==> src/hw/alu_pkg.sv <==
// Opcodes are five bits wide and the top bit selects the half-width form of each base code.
`default_nettype none

package alu_pkg;

  // ###################################################################
  // opcode map
  // ###################################################################
  localparam int unsigned OPC_W        = 5;
  localparam int unsigned OPC_HALF_BIT = 4;  // set means the low DATA_W/2 bits only.

  localparam logic [OPC_W-1:0] OPC_ADD = 5'd0;
  localparam logic [OPC_W-1:0] OPC_SUB = 5'd1;
  localparam logic [OPC_W-1:0] OPC_AND = 5'd2;
  localparam logic [OPC_W-1:0] OPC_OR  = 5'd3;
  localparam logic [OPC_W-1:0] OPC_XOR = 5'd4;
  localparam logic [OPC_W-1:0] OPC_CMP = 5'd5;  // subtract that writes only the flags.
  localparam logic [OPC_W-1:0] OPC_SHL = 5'd6;
  localparam logic [OPC_W-1:0] OPC_SHR = 5'd7;
  localparam logic [OPC_W-1:0] OPC_SAR = 5'd8;

  // logic function select carried on the control bundle.
  localparam logic [1:0] LFN_NONE = 2'd0;  // adder path.
  localparam logic [1:0] LFN_AND  = 2'd1;
  localparam logic [1:0] LFN_OR   = 2'd2;
  localparam logic [1:0] LFN_XOR  = 2'd3;

  // ###################################################################
  // flags and width
  // ###################################################################
  localparam int unsigned FLAG_W     = 4;
  localparam int unsigned FLAG_ZERO  = 0;
  localparam int unsigned FLAG_SIGN  = 1;
  localparam int unsigned FLAG_CARRY = 2;  // carry out, or no borrow on subtract.
  localparam int unsigned FLAG_OVF   = 3;

  localparam int unsigned DEFAULT_DATA_W = 64;

endpackage

`default_nettype wire
==> src/hw/alu_op_if.sv <==
// Decoded control for one operation, valid one cycle after issue and driven only by the decoder.
`timescale 1ns/1ps
`default_nettype none

interface alu_op_if;
  logic       valid;
  logic       is_shift;
  logic       is_sub;
  logic [1:0] logic_fn;      // encoded as the LFN values of the package.
  logic       half;
  logic       shift_arith;
  logic       shift_dir;     // high shifts right.
  logic       write_result;  // low for cmp and unknown opcodes.

  modport decode (
    output valid, is_shift, is_sub, logic_fn, half, shift_arith, shift_dir, write_result
  );

  modport unit (
    input valid, is_shift, is_sub, logic_fn, half, shift_arith, shift_dir, write_result
  );

endinterface

`default_nettype wire

==> src/hw/alu_lane.sv <==
// Fixed three-cycle latency with no stall, so every result must be taken in the cycle it appears.
`timescale 1ns/1ps
`default_nettype none

module alu_lane #(
  parameter int DATA_W = alu_pkg::DEFAULT_DATA_W
) (
  input  logic                       clk,
  input  logic                       reset,
  input  logic                       issue_valid,
  input  logic [alu_pkg::OPC_W-1:0]  issue_op,
  input  logic [DATA_W-1:0]          a,
  input  logic [DATA_W-1:0]          b,
  input  logic                       a_fwd,
  input  logic                       b_fwd,
  output logic                       result_valid,
  output logic [DATA_W-1:0]          result,
  output logic [alu_pkg::FLAG_W-1:0] flags
);

  logic [DATA_W-1:0] op_a;
  logic [DATA_W-1:0] op_b;
  logic [DATA_W-1:0] sum;
  logic              carry;
  logic              ovf;
  logic [DATA_W-1:0] shifted;

  alu_op_if ctl_if ();

  // ###################################################################
  // stage 1
  // ###################################################################
  op_decode u_decode (
    .clk         (clk),
    .reset       (reset),
    .issue_valid (issue_valid),
    .issue_op    (issue_op),
    .ctl         (ctl_if)
  );

  operand_bypass #(.DATA_W(DATA_W)) u_bypass (
    .clk         (clk),
    .reset       (reset),
    .a           (a),
    .b           (b),
    .a_fwd       (a_fwd),
    .b_fwd       (b_fwd),
    .last_result (result),
    .op_a        (op_a),
    .op_b        (op_b)
  );

  // ###################################################################
  // stages 2 and 3
  // ###################################################################
  add_logic_unit #(.DATA_W(DATA_W)) u_add (
    .clk   (clk),
    .reset (reset),
    .op_a  (op_a),
    .op_b  (op_b),
    .ctl   (ctl_if),
    .sum   (sum),
    .carry (carry),
    .ovf   (ovf)
  );

  shift_unit #(.DATA_W(DATA_W)) u_shift (
    .clk     (clk),
    .reset   (reset),
    .op_a    (op_a),
    .op_b    (op_b),
    .ctl     (ctl_if),
    .shifted (shifted)
  );

  result_merge #(.DATA_W(DATA_W)) u_merge (
    .clk          (clk),
    .reset        (reset),
    .sum          (sum),
    .carry        (carry),
    .ovf          (ovf),
    .shifted      (shifted),
    .ctl          (ctl_if),
    .result_valid (result_valid),
    .result       (result),
    .flags        (flags)
  );

endmodule

`default_nettype wire

==> src/hw/result_merge.sv <==
// The result register also feeds the bypass, so it changes only on operations that write it.
`timescale 1ns/1ps
`default_nettype none

module result_merge #(
  parameter int DATA_W = 64
) (
  input  logic                       clk,
  input  logic                       reset,
  input  logic [DATA_W-1:0]          sum,
  input  logic                       carry,
  input  logic                       ovf,
  input  logic [DATA_W-1:0]          shifted,
  alu_op_if.unit                     ctl,
  output logic                       result_valid,
  output logic [DATA_W-1:0]          result,
  output logic [alu_pkg::FLAG_W-1:0] flags
);
  import alu_pkg::*;

  localparam int HALF_W = DATA_W / 2;

  logic              valid_q;
  logic              is_shift_q;
  logic              half_q;
  logic              write_q;
  logic [DATA_W-1:0] sel;
  logic [FLAG_W-1:0] flags_d;

  always_comb begin
    sel     = is_shift_q ? shifted : sum;
    flags_d = '0;
    flags_d[FLAG_ZERO]  = half_q ? (sel[HALF_W-1:0] == '0) : (sel == '0);
    flags_d[FLAG_SIGN]  = half_q ? sel[HALF_W-1] : sel[DATA_W-1];
    flags_d[FLAG_CARRY] = carry & ~is_shift_q;
    flags_d[FLAG_OVF]   = ovf & ~is_shift_q;
  end

  always_ff @(posedge clk) begin
    if (reset) begin
      valid_q      <= 1'b0;
      is_shift_q   <= 1'b0;
      half_q       <= 1'b0;
      write_q      <= 1'b0;
      result_valid <= 1'b0;
      result       <= '0;
      flags        <= '0;
    end else begin
      valid_q      <= ctl.valid;  // control now lines up with the unit registers.
      is_shift_q   <= ctl.is_shift;
      half_q       <= ctl.half;
      write_q      <= ctl.write_result;
      result_valid <= valid_q;
      if (valid_q) begin
        flags <= flags_d;
      end
      if (valid_q && write_q) begin
        result <= sel;
      end
    end
  end

endmodule

`default_nettype wire

==> src/hw/shift_unit.sv <==
// Shift count is the low log2(DATA_W) bits of b, one bit fewer at half width, and larger counts wrap.
`timescale 1ns/1ps
`default_nettype none

module shift_unit #(
  parameter int DATA_W = 64
) (
  input  logic              clk,
  input  logic              reset,
  input  logic [DATA_W-1:0] op_a,
  input  logic [DATA_W-1:0] op_b,
  alu_op_if.unit            ctl,
  output logic [DATA_W-1:0] shifted
);

  localparam int HALF_W = DATA_W / 2;
  localparam int SH_W   = $clog2(DATA_W);

  logic [SH_W-1:0]     amt;
  logic                fill;
  logic [DATA_W-1:0]   src;
  logic [2*DATA_W-1:0] right_wide;
  logic [DATA_W-1:0]   raw;

  always_comb begin
    if (ctl.half) begin
      amt  = {1'b0, op_b[SH_W-2:0]};
      fill = ctl.shift_arith & op_a[HALF_W-1];
      src  = {{HALF_W{fill}}, op_a[HALF_W-1:0]};  // sign sits above the half already.
    end else begin
      amt  = op_b[SH_W-1:0];
      fill = ctl.shift_arith & op_a[DATA_W-1];
      src  = op_a;
    end
    // one right shifter serves shr and sar through the fill word.
    right_wide = {{DATA_W{fill}}, src} >> amt;
    raw        = ctl.shift_dir ? right_wide[DATA_W-1:0] : src << amt;
  end

  always_ff @(posedge clk) begin
    if (reset) begin
      shifted <= '0;
    end else if (ctl.valid && ctl.is_shift) begin
      shifted <= ctl.half ? {{HALF_W{1'b0}}, raw[HALF_W-1:0]} : raw;
    end
  end

endmodule

`default_nettype wire

==> src/hw/add_logic_unit.sv <==
// Carry and overflow are taken at the active width and read as zero for the bitwise functions.
`timescale 1ns/1ps
`default_nettype none

module add_logic_unit #(
  parameter int DATA_W = 64
) (
  input  logic              clk,
  input  logic              reset,
  input  logic [DATA_W-1:0] op_a,
  input  logic [DATA_W-1:0] op_b,
  alu_op_if.unit            ctl,
  output logic [DATA_W-1:0] sum,
  output logic              carry,
  output logic              ovf
);
  import alu_pkg::*;

  localparam int HALF_W = DATA_W / 2;

  logic [DATA_W-1:0] b_eff;
  logic [DATA_W:0]   full_sum;
  logic [HALF_W:0]   half_sum;
  logic              full_ovf;
  logic              half_ovf;
  logic [DATA_W-1:0] value;
  logic              carry_d;
  logic              ovf_d;

  // ###################################################################
  // the adder subtracts by adding the inverted b plus one
  // ###################################################################
  assign b_eff    = ctl.is_sub ? ~op_b : op_b;
  assign full_sum = {1'b0, op_a} + {1'b0, b_eff} + {{DATA_W{1'b0}}, ctl.is_sub};
  assign half_sum = {1'b0, op_a[HALF_W-1:0]} + {1'b0, b_eff[HALF_W-1:0]}
                  + {{HALF_W{1'b0}}, ctl.is_sub};

  // signed overflow when both inputs agree in sign and the sum does not.
  assign full_ovf = (op_a[DATA_W-1] == b_eff[DATA_W-1]) &&
                    (full_sum[DATA_W-1] != op_a[DATA_W-1]);
  assign half_ovf = (op_a[HALF_W-1] == b_eff[HALF_W-1]) &&
                    (half_sum[HALF_W-1] != op_a[HALF_W-1]);

  always_comb begin
    carry_d = 1'b0;
    ovf_d   = 1'b0;
    case (ctl.logic_fn)
      LFN_AND: value = op_a & op_b;
      LFN_OR:  value = op_a | op_b;
      LFN_XOR: value = op_a ^ op_b;
      default: begin
        value   = full_sum[DATA_W-1:0];  // low half matches half_sum.
        carry_d = ctl.half ? half_sum[HALF_W] : full_sum[DATA_W];
        ovf_d   = ctl.half ? half_ovf : full_ovf;
      end
    endcase
    if (ctl.half) begin
      value = {{HALF_W{1'b0}}, value[HALF_W-1:0]};
    end
  end

  always_ff @(posedge clk) begin
    if (reset) begin
      sum   <= '0;
      carry <= 1'b0;
      ovf   <= 1'b0;
    end else if (ctl.valid && !ctl.is_shift) begin
      sum   <= value;  // idle when the shifter owns the slot.
      carry <= carry_d;
      ovf   <= ovf_d;
    end
  end

endmodule

`default_nettype wire

==> src/hw/op_decode.sv <==
// Opcodes outside the map decode as an add that updates the flags and leaves the result alone.
`timescale 1ns/1ps
`default_nettype none

module op_decode (
  input  logic                      clk,
  input  logic                      reset,
  input  logic                      issue_valid,
  input  logic [alu_pkg::OPC_W-1:0] issue_op,
  alu_op_if.decode                  ctl
);
  import alu_pkg::*;

  logic [OPC_W-1:0] base_op;
  logic             is_shift_d;
  logic             is_sub_d;
  logic [1:0]       logic_fn_d;
  logic             arith_d;
  logic             dir_d;
  logic             write_d;

  always_comb begin
    base_op               = issue_op;
    base_op[OPC_HALF_BIT] = 1'b0;  // width is handled apart from the base code.
    is_shift_d = 1'b0;
    is_sub_d   = 1'b0;
    logic_fn_d = LFN_NONE;
    arith_d    = 1'b0;
    dir_d      = 1'b0;
    write_d    = 1'b1;
    case (base_op)
      OPC_ADD: ;
      OPC_SUB: is_sub_d = 1'b1;
      OPC_AND: logic_fn_d = LFN_AND;
      OPC_OR:  logic_fn_d = LFN_OR;
      OPC_XOR: logic_fn_d = LFN_XOR;
      OPC_CMP: begin
        is_sub_d = 1'b1;
        write_d  = 1'b0;
      end
      OPC_SHL: is_shift_d = 1'b1;
      OPC_SHR: begin
        is_shift_d = 1'b1;
        dir_d      = 1'b1;
      end
      OPC_SAR: begin
        is_shift_d = 1'b1;
        dir_d      = 1'b1;
        arith_d    = 1'b1;
      end
      default: write_d = 1'b0;
    endcase
  end

  always_ff @(posedge clk) begin
    if (reset) begin
      ctl.valid        <= 1'b0;
      ctl.is_shift     <= 1'b0;
      ctl.is_sub       <= 1'b0;
      ctl.logic_fn     <= LFN_NONE;
      ctl.half         <= 1'b0;
      ctl.shift_arith  <= 1'b0;
      ctl.shift_dir    <= 1'b0;
      ctl.write_result <= 1'b0;
    end else begin
      ctl.valid        <= issue_valid;
      ctl.is_shift     <= is_shift_d;
      ctl.is_sub       <= is_sub_d;
      ctl.logic_fn     <= logic_fn_d;
      ctl.half         <= issue_op[OPC_HALF_BIT];
      ctl.shift_arith  <= arith_d;
      ctl.shift_dir    <= dir_d;
      ctl.write_result <= write_d;
    end
  end

endmodule

`default_nettype wire

==> src/hw/operand_bypass.sv <==
// The only bypass source is this lane's own result port, sampled in the issue cycle.
`timescale 1ns/1ps
`default_nettype none

module operand_bypass #(
  parameter int DATA_W = 64
) (
  input  logic              clk,
  input  logic              reset,
  input  logic [DATA_W-1:0] a,
  input  logic [DATA_W-1:0] b,
  input  logic              a_fwd,
  input  logic              b_fwd,
  input  logic [DATA_W-1:0] last_result,
  output logic [DATA_W-1:0] op_a,
  output logic [DATA_W-1:0] op_b
);

  logic [DATA_W-1:0] a_sel;
  logic [DATA_W-1:0] b_sel;

  // each operand picks its own source.
  assign a_sel = a_fwd ? last_result : a;
  assign b_sel = b_fwd ? last_result : b;

  always_ff @(posedge clk) begin
    if (reset) begin
      op_a <= '0;
      op_b <= '0;
    end else begin
      op_a <= a_sel;  // stage 1 operand register.
      op_b <= b_sel;
    end
  end

endmodule

`default_nettype wire

==> config.mk <==
export PLATFORM = sky130hd
export DESIGN_NAME = alu_lane
export DESIGN_NICKNAME = d
export VERILOG_FILES = /design/src/hw/alu_pkg.sv /design/src/hw/alu_op_if.sv /design/src/hw/alu_lane.sv /design/src/hw/result_merge.sv /design/src/hw/shift_unit.sv /design/src/hw/add_logic_unit.sv /design/src/hw/op_decode.sv /design/src/hw/operand_bypass.sv
export SDC_FILE = /design/constraint.sdc
export NUM_CORES = 2
export LEC_CHECK = 0
export ABC_AREA = 1
export BUFFER_PORTS_ARGS = -buffer_cell sky130_fd_sc_hd__buf_2
export CAP_MARGIN = 30
export CORE_MARGIN = 2
export CORE_UTILIZATION = 40
export DETAILED_ROUTE_END_ITERATION = 7
export HOLD_SLACK_MARGIN = 0.02
export PLACE_DENSITY = 0.53
export SKIP_CTS_REPAIR_TIMING = 1
export SLEW_MARGIN = 20
export SYNTH_ARGS = -nofsm -noshare
export SYNTH_HDL_FRONTEND = slang
export SYNTH_SLANG_ARGS = --single-unit
export TNS_END_PERCENT = 50
==> constraint.sdc <==
create_clock -name clk -period 6.6 [get_ports clk]
set_input_delay 0 -clock clk [delete_from_list [all_inputs] [get_ports clk]]
set_output_delay 0 -clock clk [all_outputs]
set_load 0.1 [all_outputs]
==> metrics.txt <==
routed length per instance 24.8 um; Hold Slack ~20 ps; num ports 207; Synth Register Bits 340; first-pass GRT wire length between 200 and 250 mm; commonest cells after routing, fill and taps aside nand2_1, nand3_1, nor2_1; Final Skew about 18 ps; Worst Setup SP u_decode.ctl.is_sub$_SDFF_PP0_; footprint of the multi-input gates 20300 um2; Vias 35100; Pleak around 16 nW; CTS buffer count 43; M1 WL 63.1 mm; Critical Path Max Stage Delay 950 ps; CP Cell Sequence buf_4 > xor2_1 > ha_1 > nand2_1 > nor2_1 > inv_1 > nor2_1 > inv_1 > nor3_1 > nand3_1 > nand4_1 > nand3_1 > nand2_1 > a21oi_1; Initial Utilization 40.3%; Die ar. 77000 um2; DRT iter0 DRCs 3891; initial antenna violation count 6; CTS Buffer Depth 3; largest net degree at the start of global routing 112; H-Tree Depth 2; worst-margin pin slew around 1100 ps; DRC 0; Total Neg Setup Slack 0 ps; Placer Congestion 1.08; max_cap viols 0; fin util 45.9%; Worst EP required about 7100 ps; chip height 277 um; met3 wire len 11.3 mm; global route total overflow 0; EDFF count, synth 0; drt total wl between 100 and 150 mm; FP Rows 100; PD cells 205 nW/um2; Achievable Freq 0.261 GHz; vias per std cell slightly below 6; Max Slew Vio Count 0; Synth cell types 54; Crit path arrival time around 4300 ps; Worst Hold Class input pin to register; clock-pin slew on the worst setup and hold paths 60 ps; DP Area around 31000 um2; worst skew pair latency slightly above 600 ps; commonest non-fill, non-tap cell in the layout nand2_1; core area 74200 um2; top_reg_cell synth dfxtp_1; Synth Net Count between 5000 and 6000; PortBufs 206; Yosys top cell by area dfxtp_1; fin area 34100 um2; nets 5375; Syn Inst Count roughly 5000; Area contributors post-synth dfxtp_1, nand2_1, nand3_1; Routed Antenna Nets 0; buffers and inverters on the worst path 3; Max-Slew Margin vs Limit 27.8%; drt pass-1 iters 7; fin crit share 58.1%; CP Max Fanout 50; final hold viol count 0; GRT Util Overall 37.4%; slowest cell on the critical path dfxtp_4; peak supply drop 0.181 mV; total area of sequential cells 6830 um2; Highest Signal Layer met5; crit path capture type register; clk root buf clkbuf_16; vias in the first global route 32000; CP Class register to register; Sink Count 340; Fillers 8083; unrepaired setup endpoints after global routing false; Post-Syn Area between 20000 and 30000 um2; Worst setup SP type register; Syn. warnings 0; CTS tree done; DP Wirelength 114 mm; endpoints failing setup 0; delay-heaviest family, CP simple AND/OR/NAND/NOR gates; status complete, no violations; Final min period 3830 ps; Async SR Flop Fraction 0%; Syn-to-layout area delta 14.0%; met2 wire length around 65 mm; Avg Cell Area, Syn 6.08 um2; Die Width 277 um; layout cells sized above 1 9.65%; beginning of the worst hold path b[63]; FF-to-FF Start u_decode.ctl.is_sub$_SDFF_PP0_; post-synth top area share 22.8%; sequential cell area fraction in the yosys report between 20% and 30%
## layer usage
metal	global-route usage, %	vias up
li1	-	16600
met3	5.37	332
met2	57.9	1633
met1	49.0	16500
met4	22.9	4
met5	0	-
## worst min-delay path: stages
cell     delay (ps)
buf_2            70
o21ai_0         320
nor2_1          190
## path summary, 6_finish.rpt
path                             endpoint  slack (ps)  depth (start not counted)
max            u_add.sum[51]$_SDFFE_PP0P_        2770                         14
min          u_bypass.op_b[63]$_SDFF_PP0_          20                          3
max reg2reg    u_add.sum[51]$_SDFFE_PP0P_        2770                         14
min reg2reg    u_merge.write_q$_SDFF_PP0_         450                          2
## registers in the layout, summed over array words and instances (netlist names)
register and flops:
u_decode.ctl.valid 1, u_merge.write_q 1, u_decode.ctl.is_sub 1, u_merge.valid_q 1, u_bypass.op_a 64, u_decode.ctl.logic_fn 2, u_merge.flags 4, u_add.ovf 1
u_decode.ctl.half 1, u_decode.ctl.write_result 1, u_merge.half_q 1, u_merge.result 64, u_decode.ctl.is_shift 1, u_merge.is_shift_q 1, u_shift.shifted 64, u_decode.ctl.shift_arith 1
u_merge.result_valid 1, u_add.carry 1, u_bypass.op_b 64, u_decode.ctl.shift_dir 1, u_add.sum 64
## metrics by stage
stage / setup WS [ps] / power [W] / instances
after floorplan: 3850 / 0.00357 / 4914
after global placement: 2850 / 0.00425 / 5828
after detailed placement: 2900 / 0.00425 / 5829
after CTS: 2880 / 0.00689 / 5906
after global routing: 2500 / 0.00729 / 6046
final: 2770 / 0.00699 / 6047
## power by group
part / switching (W) / internal [W]
Sequential: 0.000162 / 0.00214
Clock: 0.00108 / 0.00158
Combinational: 0.00141 / 0.000618
## logic make-up after synthesis
family / Yosys count / synth area share, %
simple gates: 2620 / 38.4
buf+inv: 673 / 9.43
fa+ha+maj: 193 / 8.10
flops: 340 / 22.8
xor+xnor: 76 / 2.23
mux: 53 / 1.77
compound gates: 959 / 17.3
## synth_stat cells, types with 19 or more instances
cell type / number
clkbuf_1: 145
a21oi_1: 383
a221oi_1: 26
xor2_1: 74
o21ai_0: 393
nand4_1: 25
o211ai_1: 35
o21ai_1: 29
inv_1: 354
ha_1: 192
nand3_1: 770
dfxtp_1: 340
nand2_2: 63
nand3_2: 26
buf_1: 42
or2_2: 19
buf_2: 85
nand2_1: 1163
nor2_1: 487
mux2i_1: 53
a31oi_1: 49
## cell type report
type,count,share of cell area [%]
inverter,370,4.13
sequential,340,20.1
clock buffer,53,3.42
tap,969,3.56
clock inverter,24,1.13
multi-input combinational,3901,59.6
timing repair buffer,388,8.14
antenna,2,0.0147
(Power assumes the default switching activity.)
